## config.mk

```make
export PLATFORM = sky130hd
export DESIGN_NAME = rob
export DESIGN_NICKNAME = d
export VERILOG_FILES = /design/src/hdl/ooo_pkg.sv /design/src/hdl/rob.sv
export VERILOG_INCLUDE_DIRS = /design/src /design/src/hdl
export SDC_FILE = /design/constraint.sdc
export NUM_CORES = 1
export LEC_CHECK = 0
export BUFFER_PORTS_ARGS = -buffer_cell sky130_fd_sc_hd__buf_2
export CORE_ASPECT_RATIO = 1.4
export CORE_MARGIN = 2
export CORE_UTILIZATION = 56
export CTS_CLUSTER_SIZE = 40
export DETAILED_ROUTE_END_ITERATION = 10
export PLACE_DENSITY = 0.83
export SLEW_MARGIN = 5
export SYNTH_ARGS = -nofsm -noshare
export SYNTH_HDL_FRONTEND = slang
export SYNTH_SLANG_ARGS = --single-unit
```

## constraint.sdc

```tcl
create_clock -name clock -period 4.29 [get_ports clock]
set_input_delay 0.858 -clock clock [delete_from_list [all_inputs] [get_ports clock]]
set_output_delay 0.858 -clock clock [all_outputs]
set_load 0.005 [all_outputs]
```

## src/hdl/ooo_params.svh

```systemverilog
// Core sizes, Alpha opcode and function encodings, halt status codes
`ifndef OOO_PARAMS_SVH
`define OOO_PARAMS_SVH

`define OOO_XLEN      64
`define OOO_NUM_AR    32
`define OOO_NUM_PR    64
`define OOO_PR_W      6
`define OOO_AR_W      5
`define OOO_ROB_DEPTH 16
`define OOO_ROB_W     4
`define OOO_RS_DEPTH  8
`define OOO_ZERO_REG  5'd31

// Operate format opcodes
`define OOO_OP_PAL  6'h00
`define OOO_OP_INTA 6'h10
`define OOO_OP_INTL 6'h11
`define OOO_OP_INTS 6'h12

`define OOO_FN_ADDQ   7'h20 // INTA
`define OOO_FN_SUBQ   7'h29
`define OOO_FN_CMPEQ  7'h2d
`define OOO_FN_CMPULT 7'h1d
`define OOO_FN_AND    7'h00 // INTL
`define OOO_FN_BIS    7'h20
`define OOO_FN_XOR    7'h40
`define OOO_FN_SLL    7'h39 // INTS
`define OOO_FN_SRL    7'h34

`define OOO_STATUS_W          4
`define OOO_NO_ERROR          4'h0
`define OOO_HALTED_ON_HALT    4'h2
`define OOO_HALTED_ON_ILLEGAL 4'h3

`endif

```

## src/hdl/ooo_pkg.sv

```systemverilog
// Instruction word views, ALU function enum, decoded op, issue, CDB and commit structs
`default_nettype none
`include "ooo_params.svh"

package ooo_pkg;

	// Register form of the operate format
	typedef struct packed {
		logic [5:0] opcode;
		logic [4:0] ra;
		logic [4:0] rb;
		logic [2:0] sbz;
		logic       is_lit;
		logic [6:0] func;
		logic [4:0] rc;
	} opr_reg_t;

	// Literal form with the 8-bit literal in bits 20:13
	typedef struct packed {
		logic [5:0] opcode;
		logic [4:0] ra;
		logic [7:0] lit;
		logic       is_lit;
		logic [6:0] func;
		logic [4:0] rc;
	} opr_lit_t;

	typedef union packed {
		opr_reg_t reg_view;
		opr_lit_t lit_view;
	} alpha_inst_t;

	typedef enum logic [3:0] {
		ALU_ADDQ,
		ALU_SUBQ,
		ALU_CMPEQ,
		ALU_CMPULT,
		ALU_AND,
		ALU_BIS,
		ALU_XOR,
		ALU_SLL,
		ALU_SRL
	} alu_func_t;

	typedef struct packed {
		logic [`OOO_AR_W-1:0] ra_idx;
		logic [`OOO_AR_W-1:0] rb_idx;
		logic [`OOO_AR_W-1:0] dest_idx;
		logic                 use_literal;
		logic [7:0]           literal;
		alu_func_t            func;
		logic                 has_dest;
		logic                 halt;
		logic                 illegal;
	} decoded_t;

	typedef struct packed {
		alu_func_t             func;
		logic [`OOO_PR_W-1:0]  a_tag;
		logic [`OOO_PR_W-1:0]  b_tag;
		logic                  use_literal;
		logic [7:0]            literal;
		logic [`OOO_PR_W-1:0]  dest_tag;
		logic [`OOO_ROB_W-1:0] rob_idx;
	} issue_t;

	typedef struct packed {
		logic                  valid;
		logic [`OOO_PR_W-1:0]  tag;
		logic [`OOO_ROB_W-1:0] rob_idx;
		logic [`OOO_XLEN-1:0]  value;
	} cdb_t;

	typedef struct packed {
		logic                 wr_en;
		logic [`OOO_AR_W-1:0] idx;
		logic [`OOO_XLEN-1:0] data;
	} commit_t;

endpackage

`default_nettype wire

```

## src/hdl/rob.sv

```systemverilog
// Reorder buffer with in-order retire and halt status capture
`default_nettype none
`include "ooo_params.svh"

module rob (
	input  logic                     clock,
	input  logic                     reset,
	input  logic                     alloc,
	input  logic [`OOO_AR_W-1:0]     alloc_dest_idx,
	input  logic                     alloc_has_dest,
	input  logic [`OOO_PR_W-1:0]     alloc_dest_tag,
	input  logic [`OOO_PR_W-1:0]     alloc_old_tag,
	input  logic                     alloc_halt,
	input  logic                     alloc_illegal,
	output logic [`OOO_ROB_W-1:0]    tail_idx,
	output logic                     full,
	input  ooo_pkg::cdb_t            cdb,
	output logic                     commit_valid,
	output logic [`OOO_PR_W-1:0]     commit_tag,
	input  logic [`OOO_XLEN-1:0]     commit_value,
	output ooo_pkg::commit_t         commit,
	output logic                     retire_free,
	output logic [`OOO_PR_W-1:0]     retire_tag,
	output logic [`OOO_STATUS_W-1:0] stop_code
);

	localparam int DEPTH = `OOO_ROB_DEPTH;
	localparam int ROB_W = `OOO_ROB_W;

	typedef struct packed {
		logic                 has_dest;
		logic [`OOO_AR_W-1:0] dest_idx;
		logic [`OOO_PR_W-1:0] dest_tag;
		logic [`OOO_PR_W-1:0] old_tag;
		logic                 halt;
		logic                 illegal;
	} rob_entry_t;

	rob_entry_t       entry [DEPTH];
	logic [DEPTH-1:0] valid;
	logic [DEPTH-1:0] done;
	logic [ROB_W-1:0] head;
	logic [ROB_W-1:0] tail;
	logic [ROB_W:0]   count;

	assign tail_idx = tail;
	assign full = (count == (ROB_W + 1)'(DEPTH));
	assign commit_valid = valid[head] && done[head];
	assign commit_tag = entry[head].dest_tag;
	assign retire_free = commit_valid && entry[head].has_dest;
	assign retire_tag = entry[head].old_tag;

	always_comb begin
		commit.wr_en = retire_free;
		commit.idx = entry[head].dest_idx;
		commit.data = entry[head].has_dest ? commit_value : '0;
	end

	always_ff @(posedge clock) begin
		if (reset) begin
			valid <= '0;
			done <= '0;
			head <= '0;
			tail <= '0;
			count <= '0;
			stop_code <= `OOO_NO_ERROR;
		end else begin
			if (alloc) begin
				valid[tail] <= 1'b1;
				done[tail] <= !alloc_has_dest; // Nothing to wait for
				tail <= tail + 1'b1;
			end
			if (cdb.valid)
				done[cdb.rob_idx] <= 1'b1;
			if (commit_valid) begin
				valid[head] <= 1'b0;
				head <= head + 1'b1;
				if (entry[head].halt)
					stop_code <= `OOO_HALTED_ON_HALT;
				else if (entry[head].illegal)
					stop_code <= `OOO_HALTED_ON_ILLEGAL;
			end
			count <= count + {{ROB_W{1'b0}}, alloc} - {{ROB_W{1'b0}}, commit_valid};
		end
	end

	always_ff @(posedge clock) begin
		if (alloc)
			entry[tail] <= '{alloc_has_dest, alloc_dest_idx, alloc_dest_tag,
				alloc_old_tag, alloc_halt, alloc_illegal};
	end

	// Results only come back for live, unfinished entries
	a_cdb_hits_live_entry: assert property (@(posedge clock) disable iff (reset)
		cdb.valid |-> valid[cdb.rob_idx] && !done[cdb.rob_idx]);

endmodule

`default_nettype wire

```

==> summary.txt <==
Worst setup path
  • Type of the worst setup path: reg2out
  • RR Startpoint: head[1]
  • Worst EP arrival: between 2 and 3 ns
  • Startpoint Class: flop
  • Worst Path Max Fanout: 16
  • CP required: between 3 and 4 ns
  • Setup crit end kind: output pin
  • Worst Setup SP: head[1]

Synthesis
  • Async SR Flop Fraction: 0%
  • Mapped Area: about 0.015 sq mm
  • Synth Instances: 827
  • Flops & latches, synth: 371
  • Register area share after synthesis: between 70% and 80%
  • Synth area leaders: edfxtp_1 (64%), mux4_2 (15%), dfxtp_1 (6.8%)
  • Post-synth cell types: 52
  • Post-synth top area share: 63.98%
  • Post-synth EDFFs: 320
  • Synth Flop Type: edfxtp_1
  • Synth Warn #: 0
  • Area leader, netlist: edfxtp_1
  • Mean Syn Cell Area: 18.16 sq um

Power
  • VDD IR-drop max: 0.3694 mV
  • Leakage: between 0.006 and 0.007 uW
  • Total power: 8232 uW
  • Power density cells: 473.7 mW/mm^2

Clocking
  • CTS tree: done
  • Resize count post-CTS: 0
  • Clk slew on worst S/H paths: 0.06 ns
  • H-tree levels: 2
  • Later-pin clock latency in the skew report: around 0.52 ns
  • CTS buffer count: 35
  • Post-CTS setup buffers: 0
  • Hold buffer count at CTS: 0
  • Deepest clock path buffer count: 3
  • CTS Sinks: 371
  • Root buffer cell: clkbuf_16

Flow run
  • Max Cap Viol: 0

Finish
  • Commonest non-fill, non-tap cell in the layout: edfxtp_1
  • Most frequent cells in the layout: edfxtp_1 (320), buf_2 (182), mux4_2 (100)
  • Antenna diodes: 0
  • Layout area overhead: 15.71%
  • Layout net count: 1200
  • Fillers: 1695
  • Final instance area: 0.01738 sq mm
  • Fraction of layout cells with a size suffix above 1: 34.42%

Routing
  • Post-DR vias/cell: 6.137
  • Via Count: 8408
  • Average wire per standard cell: approximately 25 um
  • Final ANT Viol Nets: 0
  • Post-route DRC violation count: 0
  • Initial drt markers: 1125
  • Total iterations of the first detailed-routing run: 5
  • Total wire length: between 30000 and 40000 um

Placement
  • Dpl hpwl: 19630 um
  • Port buffer count: 182
  • Post-DP Area: 0.01630 sq mm
  • GP Congestion: 0.8451

STA
  • Slew margin rel.: a little over a third
  • RSZ-0062 raised after global routing: false
  • Fmax: 0.2665 GHz
  • Worst Skew: 0.02493 ns
  • # setup viols final: 0
  • Final Hold Fails: 0
  • Final Cycle Share: 87.48%
  • Final slew viol count: 0
  • Final min period: 3.753 ns
  • Final setup TNS: 0 ns
  • Worst Tran Pin Value: 0.9570 ns

Floorplan
  • Core area: between 0.02 and 0.03 sq mm
  • Die Width: 142.4 um
  • Ports: roughly 260
  • Die height: ~200 um
  • Die ar.: 0.02816 sq mm
  • Initial Utilization: 57.16%
  • Row Count: 70

Global routing
  • Vias in the first global route: 8590
  • Total track usage: about a quarter
  • First-pass GRT wire length: 51930 um
  • Largest net degree at the start of global routing: 66
  • Antenna violations before repair: 0
  • Total grt overflow: 0

Worst hold path
  • Type of the most critical hold path: reg2reg
  • Hold_sp: valid[1]

Status
  • Status: completed
area by class of cell:
class	instances	area (sq um)	share of cell area, %
flip-flops and latches	371	10640	61.22
multi-input cells	383	4055	23.34
repair buffers	204	1089	6.264
clock buffers	47	963.4	5.544
well taps	324	405.4	2.333
clock inverters	13	113.9	0.6552
inverters	28	112.6	0.6480
routing by layer:
layer | wire length, um | track usage [%] | up-vias
li1 | - | - | 3645
met1 | 13090 | 33.83 | 4283
met2 | 18390 | 42.89 | 396
met3 | 2167 | 3.458 | 84
met4 | 1148 | 8.434 | 0
met5 | 0 | 0 | -
registers in the layout, summed over array words and instances, names as in the netlist, named ones only:
name and count:
valid 16, entry 320, head 4, done 16, tail_idx 4, count 5, stop_code 2
critical path: stages (launching register included):
cell	delay [ns]
dfxtp_1	0.65
inv_6	0.08
mux4_2	0.45
a22o_4	0.31
or3_4	0.41
inv_4	0.17
and2_1	0.18
buf_2	0.12
power breakdown:
part	total [uW]	leakage, uW	internal, uW	switching, uW
sequential	4060	0.00331	4000	58.9
clock	2940	0.000523	1700	1240
combinational	1240	0.00226	630	610
total	8230	0.00609	6320	1910
worst paths after layout:
path / to / slack, ns / cells after the start
worst max register to register: count[4] / 0.74 / 15
worst min-delay path: valid[1] / 0.50 / 2
worst max-delay path: retire_free / 0.54 / 7
worst min register to register: valid[1] / 0.50 / 2
synth_stat cells (2+ instances only):
cell type	number
a21oi_1	11
buf_1	3
mux2_2	2
a211oi_1	4
nor4_1	3
o211ai_1	3
and2_1	71
edfxtp_1	320
nor2b_1	10
nand2_1	32
a31oi_1	4
ha_1	14
xnor2_1	2
mux4_2	100
dfxtp_1	51
and3b_1	2
and3_1	5
o21ai_0	2
nor2_1	61
o2111ai_1	2
a22oi_1	2
a311oi_1	12
nor3b_1	2
clkbuf_1	25
a221oi_1	12
o31a_1	2
o21a_1	2
inv_1	26
buf_2	13
buf_4	3
xor2_1	4
nand3_1	2
cell families (layout without fill, tap and decap cells):
group	count (synthesis)	after routing	synth area share, %
xor gates and xnor gates	6	6	0.3499
DFF	371	371	70.78
AOI/OAI and AO/OA	63	63	3.366
muxes	103	103	15.21
other	1	2	0.02497
and+or+nand+nor	194	194	6.723
buffers and inverters	74	292	2.241
adders and majority gates	15	15	1.300
per-stage QoR:
step / hold slack [ns] / std cells / utilization (%) / setup WS, ns
floorplan: 0.4638 / 828 / - / 1.053
global placement: 0.4824 / 1310 / 62.04 / 0.7620
detailed placement: 0.4882 / 1310 / 62.04 / 0.7738
CTS: 0.4963 / 1370 / 66.14 / 0.5245
global route: 0.5083 / 1370 / 66.14 / 0.4456
finish: 0.4995 / 1370 / 66.14 / 0.5370
Power figures use the tool's default switching activity.
