File: src/hdl/ooo_params.svh
// Core sizes, Alpha opcode and function encodings, halt status codes
`ifndef OOO_PARAMS_SVH
`define OOO_PARAMS_SVH

`define OOO_XLEN      64
`define OOO_NUM_AR    32
`define OOO_NUM_PR    64
`define OOO_PR_W      6
`define OOO_AR_W      5
`define OOO_ROB_DEPTH 16
`define OOO_ROB_W     4
`define OOO_RS_DEPTH  8
`define OOO_ZERO_REG  5'd31

// Operate format opcodes
`define OOO_OP_PAL  6'h00
`define OOO_OP_INTA 6'h10
`define OOO_OP_INTL 6'h11
`define OOO_OP_INTS 6'h12

`define OOO_FN_ADDQ   7'h20 // INTA
`define OOO_FN_SUBQ   7'h29
`define OOO_FN_CMPEQ  7'h2d
`define OOO_FN_CMPULT 7'h1d
`define OOO_FN_AND    7'h00 // INTL
`define OOO_FN_BIS    7'h20
`define OOO_FN_XOR    7'h40
`define OOO_FN_SLL    7'h39 // INTS
`define OOO_FN_SRL    7'h34

`define OOO_STATUS_W          4
`define OOO_NO_ERROR          4'h0
`define OOO_HALTED_ON_HALT    4'h2
`define OOO_HALTED_ON_ILLEGAL 4'h3

`endif

File: src/hdl/ooo_pkg.sv
// Instruction word views, ALU function enum, decoded op, issue, CDB and commit structs
`default_nettype none
`include "ooo_params.svh"

package ooo_pkg;

	// Register form of the operate format
	typedef struct packed {
		logic [5:0] opcode;
		logic [4:0] ra;
		logic [4:0] rb;
		logic [2:0] sbz;
		logic       is_lit;
		logic [6:0] func;
		logic [4:0] rc;
	} opr_reg_t;

	// Literal form with the 8-bit literal in bits 20:13
	typedef struct packed {
		logic [5:0] opcode;
		logic [4:0] ra;
		logic [7:0] lit;
		logic       is_lit;
		logic [6:0] func;
		logic [4:0] rc;
	} opr_lit_t;

	typedef union packed {
		opr_reg_t reg_view;
		opr_lit_t lit_view;
	} alpha_inst_t;

	typedef enum logic [3:0] {
		ALU_ADDQ,
		ALU_SUBQ,
		ALU_CMPEQ,
		ALU_CMPULT,
		ALU_AND,
		ALU_BIS,
		ALU_XOR,
		ALU_SLL,
		ALU_SRL
	} alu_func_t;

	typedef struct packed {
		logic [`OOO_AR_W-1:0] ra_idx;
		logic [`OOO_AR_W-1:0] rb_idx;
		logic [`OOO_AR_W-1:0] dest_idx;
		logic                 use_literal;
		logic [7:0]           literal;
		alu_func_t            func;
		logic                 has_dest;
		logic                 halt;
		logic                 illegal;
	} decoded_t;

	typedef struct packed {
		alu_func_t             func;
		logic [`OOO_PR_W-1:0]  a_tag;
		logic [`OOO_PR_W-1:0]  b_tag;
		logic                  use_literal;
		logic [7:0]            literal;
		logic [`OOO_PR_W-1:0]  dest_tag;
		logic [`OOO_ROB_W-1:0] rob_idx;
	} issue_t;

	typedef struct packed {
		logic                  valid;
		logic [`OOO_PR_W-1:0]  tag;
		logic [`OOO_ROB_W-1:0] rob_idx;
		logic [`OOO_XLEN-1:0]  value;
	} cdb_t;

	typedef struct packed {
		logic                 wr_en;
		logic [`OOO_AR_W-1:0] idx;
		logic [`OOO_XLEN-1:0] data;
	} commit_t;

endpackage

`default_nettype wire

File: src/hdl/reservation_station.sv
// Reservation station with CDB wakeup and lowest-index select
`default_nettype none
`include "ooo_params.svh"

module reservation_station (
	input  logic                  clock,
	input  logic                  reset,
	input  logic                  dispatch,
	input  ooo_pkg::decoded_t     dec,
	input  logic [`OOO_PR_W-1:0]  src_a_tag,
	input  logic [`OOO_PR_W-1:0]  src_b_tag,
	input  logic [`OOO_PR_W-1:0]  dest_tag,
	input  logic                  src_a_ready,
	input  logic                  src_b_ready,
	input  logic [`OOO_ROB_W-1:0] rob_idx,
	input  ooo_pkg::cdb_t         cdb,
	output logic                  full,
	output logic                  issue_valid,
	output ooo_pkg::issue_t       issue
);

	localparam int DEPTH = `OOO_RS_DEPTH;
	localparam int IDX_W = $clog2(DEPTH);

	ooo_pkg::issue_t  slot [DEPTH];
	logic [DEPTH-1:0] valid;
	logic [DEPTH-1:0] a_rdy;
	logic [DEPTH-1:0] b_rdy;
	logic [IDX_W-1:0] alloc_idx;
	logic [IDX_W-1:0] issue_idx;
	logic             alloc;

	// Ops without a destination complete in the ROB
	assign alloc = dispatch && dec.has_dest;
	assign full = &valid;

	always_comb begin
		alloc_idx = '0;
		issue_idx = '0;
		issue_valid = 1'b0;
		for (int i = DEPTH - 1; i >= 0; i--) begin
			if (!valid[i])
				alloc_idx = IDX_W'(i);
			if (valid[i] && a_rdy[i] && b_rdy[i]) begin
				issue_idx = IDX_W'(i);
				issue_valid = 1'b1;
			end
		end
	end

	assign issue = slot[issue_idx];

	always_ff @(posedge clock) begin
		if (reset) begin
			valid <= '0;
			a_rdy <= '0;
			b_rdy <= '0;
		end else begin
			for (int i = 0; i < DEPTH; i++) begin
				if (cdb.valid && valid[i]) begin
					if (slot[i].a_tag == cdb.tag)
						a_rdy[i] <= 1'b1;
					if (slot[i].b_tag == cdb.tag)
						b_rdy[i] <= 1'b1;
				end
			end
			if (issue_valid)
				valid[issue_idx] <= 1'b0;
			if (alloc) begin
				valid[alloc_idx] <= 1'b1;
				a_rdy[alloc_idx] <= src_a_ready;
				b_rdy[alloc_idx] <= src_b_ready || dec.use_literal; // Literal needs no tag
			end
		end
	end

	always_ff @(posedge clock) begin
		if (alloc)
			slot[alloc_idx] <= '{dec.func, src_a_tag, src_b_tag, dec.use_literal,
				dec.literal, dest_tag, rob_idx};
	end

	// Top level stalls dispatch on full
	a_no_alloc_when_full: assert property (@(posedge clock) disable iff (reset)
		alloc |-> !full);

endmodule

`default_nettype wire

File: config.mk
export PLATFORM = sky130hd
export DESIGN_NAME = reservation_station
export DESIGN_NICKNAME = d
export VERILOG_FILES = /design/src/hdl/ooo_pkg.sv /design/src/hdl/reservation_station.sv
export VERILOG_INCLUDE_DIRS = /design/src /design/src/hdl
export SDC_FILE = /design/constraint.sdc
export NUM_CORES = 1
export LEC_CHECK = 0
export ABC_AREA = 1
export ABC_CLOCK_PERIOD_IN_PS = 3220
export BUFFER_PORTS_ARGS = -buffer_cell sky130_fd_sc_hd__buf_2
export CAP_MARGIN = 20
export CORE_MARGIN = 4
export CORE_UTILIZATION = 59
export CTS_CLUSTER_SIZE = 10
export DETAILED_ROUTE_END_ITERATION = 10
export PLACE_DENSITY = 0.81
export SYNTH_ARGS = -nofsm -noshare
export SYNTH_HDL_FRONTEND = slang
export SYNTH_SLANG_ARGS = --single-unit
export TNS_END_PERCENT = 100
File: constraint.sdc
create_clock -name clock -period 3.22 [get_ports clock]
set_input_delay 0.322 -clock clock [delete_from_list [all_inputs] [get_ports clock]]
set_output_delay 0.322 -clock clock [all_outputs]
set_load 0.02 [all_outputs]
==> results.md <==
- 50 ps — clock-pin slew on the worst setup and hold paths
- 304 — register bit total from synthesis
- 170 — I/O pins
- 0 — Hold Buf Count CTS
- edfxtp_1 (59%), nand3_1 (7.9%), nand2_1 (7.9%) — dominant cells by area after synthesis
- 0.000609 V — Worst IR Drop VDD
- done — clock tree from TritonCTS
- 38 — Distinct cells, synth
- 2690 ps — worst path arrival time
- 60.3% — effective utilization at floorplan
- nand3_1 > nand2_1 > nand2_1 > nand2_1 > nand2_1 > nand2_1 > nand2_4 > nand2_4 > buf_12 > nand3_1 > nand2_1 > nor2_1 > nand2_1 > buf_2 — cell chain of the critical path
- 18.1 ps — worst clock skew on the final layout
- 1.70 mW — net switching power of the design
- input pin to flip-flop — Hold Path Class
- 0 — Max Transition Viols Final
- 1,706 — FILL cells
- 59.2% — Synth top area share
- 410 ps — Crit path largest cell delay
- 19.3 um — wire length per cell after detailed routing
- 304 — total number of clock tree sinks
- 35.4 mm — wire length reported by the detailed router
- 23,500 um^2 — area inside the core boundary
- 42.9% — clock group share of total power
- 280 — number of enable flip-flop cells after synthesis
- 79.6 ps — worst hold slack across all endpoints
- 1,637 — final net count
- 15,900 um^2 — total non-filler cell area in the finished layout
- 26.8% — total track usage
- valid[6]$_SDFF_PP0_ — launching point of the worst reg2reg path
- 55.3 mm — first-pass GRT wire length
- 0% — async set-reset flop share out of synthesis
- 3 — maximum count of clock buffers along a single path
- 0 — Maximum Capacitance Violations
- edfxtp_1 — cell type with the highest aggregate area in the netlist
- 1,441 — count of mapped cells out of synthesis
- 20.9 mm — estimated wirelength of the detail-placed design
- 0 — Post CTS Setup Buffer Count
- nand2_1 (298), edfxtp_1 (280), nand3_1 (225), inv_1 (212), nor2_1 (86) — list of most frequent post-synthesis cells
- 2900 ps — data required time at the worst endpoint
- output port — type of destination of the critical path
- 10.6k — number of global-route vias before repair
- 2 — H-tree level count
- 163 um — chip width
- dfxtp_1 — Worst path slowest cell
- 1 — initial antenna violation count
- 0 — synthesis warning total
- false — setup repair after global routing missed its margin
- 1,574 — Syn Nets
- 84 — total of buffers placed on input and output ports
- edfxtp_1 — dominant register cell in the synthesized netlist
- 14,200 um^2 — Synth Cell Area
- 6.70 nW — total leakage power
- 951 ps — transition at the pin with the smallest max-transition slack
- 10.8k — vias after detailed routing
- 518 nW/um^2 — Power Density
- 0 — cells resized by post-CTS repair
- 10.7% — layout cells sized above 1
- flip-flop — Critical Path Source Type
- valid[6]$_SDFF_PP0_ — worst setup path startpoint
- complete, no violations — result of the run
- 5.88 — via-per-instance ratio
- issue[4] — capture point of the worst path
- clkbuf_16 — clock tree root driver cell
- 1,161 — starting DRC count in detailed routing
- 0 ps — final sum of negative setup slack
- 3010 ps — final critical-path required period
- nand2_1 — most frequent cell after synthesis
- nand2_1 — most repeated library cell on the critical path
- 9.85 um^2 — average cell area after synthesis
- 56 — FP Rows
- 4.2% — combinational fraction of design power
- 720 ps — R2R setup slack
- 7 — DRT Pass-1 Iters
- 520 ps — insertion delay of the later-clocked pin in the worst-skew pair
- 36 — number of buffers created by CTS
- 6.55 mW — Internal Dissipation
- 62.6% — sequential share of the synthesized area
- 52.9% — portion of total power attributed to sequential cells
- 26,600 um^2 — floorplan die area
- 163 um — Chip Height
- 0 — count of nets left with antenna violations after detail routing
- flip-flop to output port — Critical Setup Path Class
- 0 — number of hold-slack violations in the final timing report
- 93.4% — share of the clock period used by the worst path
- 0 — overflow left after global routing
- 0 — antenna diode count
- 332 MHz — highest clock frequency the design can meet
- 14,900 um^2 — Cell Area, Placed
- slot[5][14]$_DFFE_PP_ — Reg-to-Reg End
- 111 — largest net degree at the start of global routing
- 36.6% — Worst slew margin
- 0 — final setup violation count
- 0.932 — routability-driven placement congestion ratio
- 12.2% — growth of design area from synthesis to finish
- 0 — post-route DRC violation count
- 20.6% — Switching Fraction
- 110 — Crit Path Max Fanout
- 9 — Worst Reg2Reg Path Length in Cells
area by class of cell:
| cell class | instances | area, um^2 | share of cell area, % |
|---|---|---|---|
| Sequential cell | 304 | 8890 | 55.8 |
| Multi-Input combinational cell | 840 | 4150 | 26.1 |
| Clock buffer | 48 | 977 | 6.14 |
| Inverter | 214 | 803 | 5.05 |
| Timing Repair Buffer | 108 | 676 | 4.24 |
| Tap cell | 319 | 399 | 2.51 |
| Clock inverter | 3 | 22.5 | 0.141 |
worst min path at each step:
stage                                 end  slack (ps)  depth (start not counted)                start
floorplan            slot[0][0]$_DFFE_PP_         420                          0           rob_idx[0]
global placement      valid[3]$_SDFF_PP0_         500                          2  valid[3]$_SDFF_PP0_
detailed placement    valid[3]$_SDFF_PP0_         500                          2  valid[3]$_SDFF_PP0_
CTS                 slot[4][31]$_DFFE_PP_          60                          1               dec[3]
global route        slot[6][16]$_DFFE_PP_          70                          1              dec[13]
finish              slot[4][16]$_DFFE_PP_          80                          1              dec[13]
power by group through the flow:
stage | logic, mW | clock network, mW | registers, mW
after floorplan | 0.182 | 0 | 4.45
after global placement | 0.328 | 0 | 4.44
after detailed placement | 0.341 | 0 | 4.45
after CTS | 0.343 | 3.57 | 4.37
after global routing | 0.377 | 3.76 | 4.37
final | 0.346 | 3.54 | 4.37
layout by cell type (no fill, tap or decap), types with 20 or more instances in the layout:
cell type	netlist	layout
clkbuf_16	0	37
xnor2_1	28	28
inv_1	212	210
nand2_1	298	298
nand3_1	225	225
nor2_1	86	85
o21ai_0	20	20
buf_2	32	84
a21oi_1	35	35
dfxtp_1	24	24
nand4_1	74	74
edfxtp_1	280	280
routing by layer:
metal | track usage, % | part of all wire, %
met2 | 44.3 | 48
met4 | 10.5 | 3.6
met1 | 35.5 | 39
met3 | 5.02 | 9.5
met5 | 0 | 0.037
critical path: cells and delay by family, from the launching register on:
kind,cells,cell delay (ps)
buf+inv,2,580
simple gates,12,1120
flops,1,410
sequential cells by signal, indices dropped and copies added, names as in the netlist:
signal  cells
slot      280
a_rdy       8
b_rdy       8
valid       8
kinds of logic (layout without fill, tap and decap cells):
group	after synthesis	in the layout	synth area share, %
compound gates	91	91	3.81
buf+inv	297	373	8.30
xor+xnor	47	47	2.90
flops	304	304	62.6
simple gates	702	702	22.4
through the flow:
stage,setup slack [ps],instances,util (%),power (mW)
2_1_floorplan,240,1441,-,4.63
3_3_place_gp,895,1785,63.4,4.77
3_5_place_dp,801,1785,63.4,4.79
4_1_cts,258,1836,67.6,8.28
5_1_grt,44.7,1836,67.6,8.51
6_report,212,1836,67.6,8.25
Note: power is estimated with default switching activity, not from simulation.
