--- src/hdl/ooo_params.svh ---
// Core sizes, Alpha opcode and function encodings, halt status codes
`ifndef OOO_PARAMS_SVH
`define OOO_PARAMS_SVH

`define OOO_XLEN      64
`define OOO_NUM_AR    32
`define OOO_NUM_PR    64
`define OOO_PR_W      6
`define OOO_AR_W      5
`define OOO_ROB_DEPTH 16
`define OOO_ROB_W     4
`define OOO_RS_DEPTH  8
`define OOO_ZERO_REG  5'd31

// Operate format opcodes
`define OOO_OP_PAL  6'h00
`define OOO_OP_INTA 6'h10
`define OOO_OP_INTL 6'h11
`define OOO_OP_INTS 6'h12

`define OOO_FN_ADDQ   7'h20 // INTA
`define OOO_FN_SUBQ   7'h29
`define OOO_FN_CMPEQ  7'h2d
`define OOO_FN_CMPULT 7'h1d
`define OOO_FN_AND    7'h00 // INTL
`define OOO_FN_BIS    7'h20
`define OOO_FN_XOR    7'h40
`define OOO_FN_SLL    7'h39 // INTS
`define OOO_FN_SRL    7'h34

`define OOO_STATUS_W          4
`define OOO_NO_ERROR          4'h0
`define OOO_HALTED_ON_HALT    4'h2
`define OOO_HALTED_ON_ILLEGAL 4'h3

`endif

--- src/hdl/ooo_pkg.sv ---
// Instruction word views, ALU function enum, decoded op, issue, CDB and commit structs
`default_nettype none
`include "ooo_params.svh"

package ooo_pkg;

	// Register form of the operate format
	typedef struct packed {
		logic [5:0] opcode;
		logic [4:0] ra;
		logic [4:0] rb;
		logic [2:0] sbz;
		logic       is_lit;
		logic [6:0] func;
		logic [4:0] rc;
	} opr_reg_t;

	// Literal form with the 8-bit literal in bits 20:13
	typedef struct packed {
		logic [5:0] opcode;
		logic [4:0] ra;
		logic [7:0] lit;
		logic       is_lit;
		logic [6:0] func;
		logic [4:0] rc;
	} opr_lit_t;

	typedef union packed {
		opr_reg_t reg_view;
		opr_lit_t lit_view;
	} alpha_inst_t;

	typedef enum logic [3:0] {
		ALU_ADDQ,
		ALU_SUBQ,
		ALU_CMPEQ,
		ALU_CMPULT,
		ALU_AND,
		ALU_BIS,
		ALU_XOR,
		ALU_SLL,
		ALU_SRL
	} alu_func_t;

	typedef struct packed {
		logic [`OOO_AR_W-1:0] ra_idx;
		logic [`OOO_AR_W-1:0] rb_idx;
		logic [`OOO_AR_W-1:0] dest_idx;
		logic                 use_literal;
		logic [7:0]           literal;
		alu_func_t            func;
		logic                 has_dest;
		logic                 halt;
		logic                 illegal;
	} decoded_t;

	typedef struct packed {
		alu_func_t             func;
		logic [`OOO_PR_W-1:0]  a_tag;
		logic [`OOO_PR_W-1:0]  b_tag;
		logic                  use_literal;
		logic [7:0]            literal;
		logic [`OOO_PR_W-1:0]  dest_tag;
		logic [`OOO_ROB_W-1:0] rob_idx;
	} issue_t;

	typedef struct packed {
		logic                  valid;
		logic [`OOO_PR_W-1:0]  tag;
		logic [`OOO_ROB_W-1:0] rob_idx;
		logic [`OOO_XLEN-1:0]  value;
	} cdb_t;

	typedef struct packed {
		logic                 wr_en;
		logic [`OOO_AR_W-1:0] idx;
		logic [`OOO_XLEN-1:0] data;
	} commit_t;

endpackage

`default_nettype wire

--- src/hdl/rename_unit.sv ---
// Register rename: map table and FIFO free list of physical tags
`default_nettype none
`include "ooo_params.svh"

module rename_unit (
	input  logic                 clock,
	input  logic                 reset,
	input  logic                 dispatch,
	input  ooo_pkg::decoded_t    dec,
	output logic [`OOO_PR_W-1:0] src_a_tag,
	output logic [`OOO_PR_W-1:0] src_b_tag,
	output logic [`OOO_PR_W-1:0] dest_tag,
	output logic [`OOO_PR_W-1:0] old_tag,
	output logic                 free_empty,
	input  logic                 retire_free,
	input  logic [`OOO_PR_W-1:0] retire_tag
);

	localparam int PR_W = `OOO_PR_W;
	localparam int NUM_AR = `OOO_NUM_AR;
	localparam int FL_DEPTH = `OOO_NUM_PR - `OOO_NUM_AR;
	localparam int FL_W = $clog2(FL_DEPTH);

	logic [PR_W-1:0] map_table [NUM_AR];
	logic [PR_W-1:0] free_fifo [FL_DEPTH];
	logic [FL_W-1:0] free_head;
	logic [FL_W-1:0] free_tail;
	logic [FL_W:0]   free_count;
	logic            pop;

	assign pop = dispatch && dec.has_dest;

	assign src_a_tag = map_table[dec.ra_idx];
	assign src_b_tag = map_table[dec.rb_idx];
	assign old_tag = map_table[dec.dest_idx];
	assign dest_tag = free_fifo[free_head]; // Next free tag
	assign free_empty = (free_count == '0);

	always_ff @(posedge clock) begin
		if (reset) begin
			for (int i = 0; i < NUM_AR; i++)
				map_table[i] <= PR_W'(i); // Identity mapping
			for (int i = 0; i < FL_DEPTH; i++)
				free_fifo[i] <= PR_W'(i + NUM_AR);
			free_head <= '0;
			free_tail <= '0;
			free_count <= (FL_W + 1)'(FL_DEPTH);
		end else begin
			if (pop) begin
				map_table[dec.dest_idx] <= dest_tag;
				free_head <= free_head + 1'b1;
			end
			if (retire_free) begin
				free_fifo[free_tail] <= retire_tag; // Previous mapping is dead now
				free_tail <= free_tail + 1'b1;
			end
			free_count <= free_count + {{FL_W{1'b0}}, retire_free} - {{FL_W{1'b0}}, pop};
		end
	end

	// Dispatch must hold off when no tag is left
	a_no_pop_when_empty: assert property (@(posedge clock) disable iff (reset)
		pop |-> !free_empty);

endmodule

`default_nettype wire

--- config.mk ---
export PLATFORM = sky130hd
export DESIGN_NAME = rename_unit
export DESIGN_NICKNAME = d
export VERILOG_FILES = /design/src/hdl/ooo_pkg.sv /design/src/hdl/rename_unit.sv
export VERILOG_INCLUDE_DIRS = /design/src /design/src/hdl
export SDC_FILE = /design/constraint.sdc
export NUM_CORES = 1
export LEC_CHECK = 0
export ABC_AREA = 1
export BUFFER_PORTS_ARGS = -buffer_cell sky130_fd_sc_hd__buf_2
export CAP_MARGIN = 20
export CELL_PAD_IN_SITES_DETAIL_PLACEMENT = 1
export CELL_PAD_IN_SITES_GLOBAL_PLACEMENT = 1
export CORE_MARGIN = 8
export CORE_UTILIZATION = 52
export CTS_CLUSTER_DIAMETER = 80
export DETAILED_ROUTE_END_ITERATION = 6
export MAX_ROUTING_LAYER = met4
export PLACE_DENSITY_LB_ADDON = 0.1
export SYNTH_ARGS = -nofsm -noshare
export SYNTH_HDL_FRONTEND = slang
export SYNTH_SLANG_ARGS = --single-unit
--- constraint.sdc ---
create_clock -name clock -period 2.8 [get_ports clock]
set_input_delay 0.56 -clock clock [delete_from_list [all_inputs] [get_ports clock]]
set_output_delay 0.56 -clock clock [all_outputs]
set_load 0.005 [all_outputs]
==> summary.md, run 1 <==
| Metric | Value |
|---|---|
| Lkg Pwr | `9.82 nW` |
| Reg-to-reg slack, setup | `430 ps` |
| Ranking of synthesized cells by area | `edfxtp_1 (51%), nand2_1 (18%), nand3_1 (10%)` |
| CTS tree | `built` |
| Sw Ratio | `0.285` |
| Dpl cell area | `23,500 um2` |
| Tcrit/Tclk final | `1.02` |
| Final Worst Setup Slack | `-52.8 ps` |
| Syn Std Cell Area | `22,500 um2` |
| CTS sink count | `405` |
| Most common cell after layout, fill and taps aside | `nand2_1` |
| GP Congestion | `0.959` |
| Final Hold Vio Count | `0` |
| Placed cell count | `3,297` |
| Num CTS Buffers | `44` |
| Via count | `20,957` |
| CP arrival | `2290 ps` |
| CTS root buf | `clkbuf_16` |
| Cell variety after synth | `30` |
| Fin cells | `3,393` |
| FF+latch count, synth | `405` |
| RSZ-0062 raised after global routing | `true` |
| Logic pwr share | `0.156` |
| Vias in the first global route | `21,944` |
| Status | `finished, violations left` |
| Slew HR | `0.328` |
| Power Internal | `10.8 mW` |
| Final setup violation count | `5` |
| VDD IR max | `0.634 mV` |
| Buffers on Ports | `50` |
| Power density cells | `596 nW/um2` |
| DRC | `0` |
| Initial antenna violation count | `0` |
| Reg clk slew, reported paths | `70 ps` |
| Syn Nets | `2,815` |
| Most frequent cells in the layout | `nand2_1 (1,098), nand3_1 (448), edfxtp_1 (384)` |
| Largest area contributor in the netlist | `edfxtp_1` |
| Final nets | `2,826` |
| Placement row count | `76` |
| Detail-routed via count per cell | `6.18` |
| Worst skew pair latency | `590 ps` |
| Max Cap Violations | `0` |
| DP Worst Slack | `131 ps` |
| Initial core utilization | `0.524` |
| Hold path cells | `2` |
| Average size of a mapped cell | `8.14 um2` |
| Synth top area share | `0.513` |
| Initial DRT Pass Iterations | `5` |
| First-pass GRT wire length | `128 mm` |
| Hpwl dp | `54.8 mm` |
| Failing checks | `negative setup slack` |
| Die X | `224 um` |
| IO Pins | `66` |
| H-Tree Depth | `2` |
| YS warnings | `0` |
| CTS Hold Buffers Added | `0` |
| Power share of the sequential group | `0.454` |
| Setup crit start kind | `flip-flop` |
| Finished Cell Area | `25,400 um2` |
| Total power | `15.1 mW` |
| Clock Power Share | `0.390` |
| ANT cells | `0` |
| Worst EP required | `2240 ps` |
| Number of routed nets with antenna violations | `0` |
| GRT Util Overall | `0.345` |
| R2R depth | `11` |
| CP Class | `reg2out` |
| Tmin final | `2850 ps` |
| CORE AREA | `42,900 um2` |
| Hold Path End | `free_tail[0]$_SDFFE_PP0P_` |
| Grt ovf | `0` |
| Setup_tns | `-99.2 ps` |
| Worst hold path class | `in2reg` |
| Die height | `224 um` |
| Seq/Total Area, Yosys | `0.532` |
| Die area | `50,100 um2` |
| Worst-Margin Slew | `997 ps` |
| Reg2reg end | `map_table[16][4]$_SDFFCE_PN1P_` |
| Max Root-Sink Buffers | `3` |
| Net switching power | `4.31 mW` |
| CP Max Fanout | `12` |
| Fill cell count | `5,114` |
| Crit. End Element | `output port` |
| FMAX | `351 MHz` |
| Routed len/inst | `25.4 um` |
| Worst Skew | `23.9 ps` |
| Slew Viols, Final | `0` |
| Fraction of layout cells with a size suffix above 1 | `0.112` |
| HP Start | `retire_free` |
| DR iter-0 viols | `2,182` |
| Cells after synthesis | `2,761` |
| Largest net degree at the start of global routing | `69` |
| P&R area growth vs syn | `12.8%` |
| Drt total wl | `86.0 mm` |
==> critical path: stages, from the launching register on <==
cell       delay, ps
dfxtp_4          420
buf_12           190
clkbuf_16        220
nand2_1           90
nand3_1           90
nand3_1          130
nand2_1          130
nand2_1           60
nand3_1          130
nand2_4          100
inv_2             50
buf_2            100
==> routing by layer <==
| metal | GRT usage | vias up | part of all wire |
|---|---|---|---|
| li1 | - | 9215 | - |
| met1 | 0.381 | 10246 | 0.35 |
| met2 | 0.589 | 1118 | 0.50 |
| met3 | 0.0463 | 378 | 0.076 |
| met4 | 0.217 | 0 | 0.073 |
| met5 | - | - | 0 |
==> timing repair <==
| item | in CTS | in global routing |
|---|---|---|
| gates cloned | 5 | 3 |
| pin swaps | 2 | 4 |
| endpoints found under the setup margin | 6 | 6 |
| buffers inserted | 2 | 4 |
| resized for setup | 27 | 17 |
==> per-stage QoR <==
| stage | util | hold WS [ps] |
|---|---|---|
| after floorplan | - | 426 |
| after global placement | 0.548 | 436 |
| after detailed placement | 0.548 | 482 |
| after CTS | 0.587 | 277 |
| after global routing | 0.591 | 314 |
| final | 0.591 | 312 |
==> worst max-delay path by stage <==
stage	start	slack (ps)	end
after CTS	flip-flop	-40	dest_tag[3]
after floorplan	dec[21]	540	src_b_tag[1]
final	flip-flop	-50	dest_tag[2]
after global routing	flip-flop	-110	dest_tag[2]
after detailed placement	flip-flop	130	dest_tag[3]
after global placement	dec[17]	180	old_tag[3]
==> power groups by stage <==
| stage | Combinational (mW) | Clock [mW] | Sequential (mW) |
|---|---|---|---|
| 4_1_cts | 2.27 | 5.93 | 6.86 |
| 6_report | 2.36 | 5.89 | 6.86 |
| 3_5_place_dp | 2.17 | 0 | 6.98 |
| 5_1_grt | 2.51 | 6.11 | 6.87 |
| 2_1_floorplan | 1.35 | 0 | 6.94 |
| 3_3_place_gp | 2.08 | 0 | 6.97 |
==> synth_stat cells, drive strengths merged <==
cell,n
nand2,1114
nand3,461
edfxtp,384
nor2,284
inv,132
a22oi,96
clkbuf,95
buf,84
a21oi,27
dfxtp,21
nor3,17
o21ai,15
ha,12
o21a,12
clkinv,2
nand4,2
a21o,1
fa,1
or2,1
==> cells by family (layout without fill, tap and decap cells) <==
family	count (synthesis)	in the layout	synth area share
and+or+nand+nor	1879	1879	0.354
DFF	405	405	0.532
buffers and inverters	313	360	0.0616
AOI/OAI and AO/OA	151	151	0.0457
adders and majority gates	13	13	0.00757
==> layout make-up <==
cell class | instances | area, um2 | area share
clock buffer | 54 | 1170 | 0.0461
clock inverter | 28 | 255 | 0.0101
inverter | 134 | 536 | 0.0211
multi-input combinational | 2043 | 9260 | 0.365
sequential | 405 | 12000 | 0.472
tap | 585 | 732 | 0.0289
timing repair buffer | 144 | 1450 | 0.0570
==> state kept, by name, indices dropped and copies added, names as in the netlist, named ones only <==
name,flops
free_fifo,192
free_tail,5
map_table,192
free_head,5
free_count,6
(Power assumes the default switching activity.)
==> run 2, diff against run 1 <==
Settings changed: ABC_CLOCK_PERIOD_IN_PS from default to 2800, CORE_UTILIZATION 52 to 42.
==> summary.md, run 2 (synthesis results as in run 1) <==
| Metric | Value |
|---|---|
| CORE AREA | `53,400 um2 (+24%)` |
| Power density cells | `587 nW/um2 (-1.4%)` |
| Cell mode on critical path | `nand2_1` |
| CP Class | `reg2out` |
| H-Tree Depth | `2 (unchanged)` |
| GRT Util Overall | `0.284 (-0.0618)` |
| Slew HR | `0.401 (+0.0724)` |
| Reg clk slew, reported paths | `60 ps (about the same)` |
| Grt ovf | `0 (unchanged)` |
| P&R area growth vs syn | `14.7%` |
| DR iter-0 viols | `1,669 (-24%)` |
| Initial antenna violation count | `0 (unchanged)` |
| Reg-to-reg slack, setup | `470 ps (+40 ps)` |
| Final Hold Vio Count | `0 (unchanged)` |
| Detail-routed via count per cell | `5.72 (-7.3%)` |
| Worst hold path class | `in2reg` |
| Power Internal | `10.8 mW (-0.24%)` |
| Largest net degree at the start of global routing | `62 (-10%)` |
| Initial DRT Pass Iterations | `5 (unchanged)` |
| Power share of the sequential group | `0.453 (about the same)` |
| DP Worst Slack | `67.6 ps (-63.8 ps)` |
| Slowest stage cell, crit path | `dfxtp_4` |
| Sw Ratio | `0.289 (+0.00348)` |
| Max Cap Violations | `0 (unchanged)` |
| Num CTS Buffers | `47 (+6.8%)` |
| Max Root-Sink Buffers | `3 (unchanged)` |
| ANT cells | `0 (unchanged)` |
| RSZ-0062 raised after global routing | `true` |
| FMAX | `363 MHz (+3.6%)` |
| First-pass GRT wire length | `128 mm (-0.60%)` |
| Worst Skew | `33.5 ps (+9.64 ps)` |
| Fraction of layout cells with a size suffix above 1 | `0.127 (+0.0147)` |
| Most common cell after layout, fill and taps aside | `nand2_1` |
| CP arrival | `2190 ps (-100 ps)` |
| Final setup violation count | `0 (-5)` |
| IO Pins | `66 (unchanged)` |
| Drt total wl | `84.3 mm (-2.0%)` |
| DRC | `0 (unchanged)` |
| CTS tree | `built` |
| Net switching power | `4.38 mW (+1.5%)` |
| Dpl cell area | `23,800 um2 (+1.5%)` |
| CP Max Fanout | `10 (-2)` |
| Worst-Margin Slew | `889 ps (-108 ps)` |
| Final nets | `2,852 (+0.92%)` |
| Status | `completed` |
| CP Cell Sequence | `buf_4, inv_6, nand2_1, nand3_1, nand3_1, nand2_1, nand2_1, nand3_2, nand2_4, inv_2, buf_2` |
| Number of routed nets with antenna violations | `0 (unchanged)` |
| Logic pwr share | `0.156 (about the same)` |
| Worst skew pair latency | `610 ps (+20 ps)` |
| GP Congestion | `0.905 (-5.5%)` |
| CTS root buf | `clkbuf_16` |
| Setup crit start kind | `flip-flop` |
| Tcrit/Tclk final | `0.984 (-0.0353)` |
| Die area | `61,200 um2 (+22%)` |
| Finished Cell Area | `25,800 um2 (+1.7%)` |
| Slew Viols, Final | `0 (unchanged)` |
| Lkg Pwr | `9.98 nW (+1.6%)` |
| Buffers on Ports | `50 (unchanged)` |
| Routed len/inst | `23.9 um (-5.9%)` |
| Die height | `247 um (+10%)` |
| Tmin final | `2750 ps (-98.8 ps)` |
| Vias in the first global route | `21,554 (-1.8%)` |
| Placement row count | `85 (+12%)` |
| Critical path's largest stage delay | `480 ps (+60 ps)` |
| Crit. End Element | `output port` |
| Initial core utilization | `0.421 (-0.103)` |
| Die X | `247 um (+10%)` |
| Hpwl dp | `56.3 mm (+2.7%)` |
| VDD IR max | `0.487 mV (-23%)` |
| Largest registers | `free_fifo (192), map_table (192), free_count (6)` |
| Fill cell count | `6,335 (+24%)` |
| Final Worst Setup Slack | `46.0 ps (+98.8 ps)` |
| CTS sink count | `405 (unchanged)` |
| Clock Power Share | `0.391 (about the same)` |
| Via count | `20,222 (-3.5%)` |
| Most frequent cells in the layout | `nand2_1 (1,100), nand3_1 (431), edfxtp_1 (384)` |
| Worst EP required | `2240 ps (about the same)` |
-- run 2: path summary, 6_finish.rpt --
check / startpoint / end / depth (start not counted)
hold / removal: reset / free_count[0]$_SDFF_PP0_ / 2
setup reg to reg: flip-flop / map_table[13][3]$_SDFFCE_PN1P_ / 12
hold reg to reg: free_head[4]$_SDFFE_PP0P_ / free_head[4]$_SDFFE_PP0P_ / 1
setup / recovery: flip-flop / dest_tag[0] / 11
-- run 2: worst max-delay path, delay by kind of cell (launching register included) --
kind          cells  cell delay (ps)
simple gates      7              740
buf+inv           4              400
flops             1              480
-- run 2: area by class of cell --
cell class	instances	area (um2)	area share
clock buffers	56	1210	0.0469
clock inverters	32	240	0.00931
inverters	134	534	0.0207
multi-input cells	2043	9360	0.363
flip-flops and latches	405	12000	0.464
well taps	696	871	0.0338
repair buffers	165	1600	0.0619
repair inverters	2	16.3	0.000631
-- run 2: power groups by stage --
stage / Clock [mW] / Sequential [mW] / Combinational, mW
2_1_floorplan: 0 / 6.94 / 1.35
3_3_place_gp: 0 / 6.97 / 2.18
3_5_place_dp: 0 / 6.98 / 2.24
4_1_cts: 6.03 / 6.86 / 2.34
5_1_grt: 6.22 / 6.87 / 2.56
6_report: 5.93 / 6.86 / 2.37
-- run 2: metal layers --
layer  vias to the layer above  part of all wire  track usage  routed length [um]
li1                       9266                 -            -                   -
met1                     10092              0.39        0.321               32800
met2                       627              0.51        0.496               43000
met3                       237             0.045       0.0291                3820
met4                         0             0.056        0.146                4690
met5                         -                 0            -                   0
-- run 2: per-stage QoR --
step                std cells  hold WS [ps]  power (mW)   util  TNS (ps)
finish                   3533           267        15.2  0.483         0
global route             3533           257        15.6  0.483      -287
CTS                      3531           243        15.2  0.481         0
detailed placement       3423           453        9.22  0.446         0
global placement         3423           436        9.15  0.446         0
floorplan                2761           426        8.29      -         0
-- run 2: repair_timing --
action                                  4_1_cts  5_1_grt
pin swaps                                    18        8
hold buffers                                  0        0
endpoints found under the hold margin         0        0
endpoints found under the setup margin        6        8
gates cloned                                  5        2
gates resized for setup                      47       12
buffers inserted                             15        0
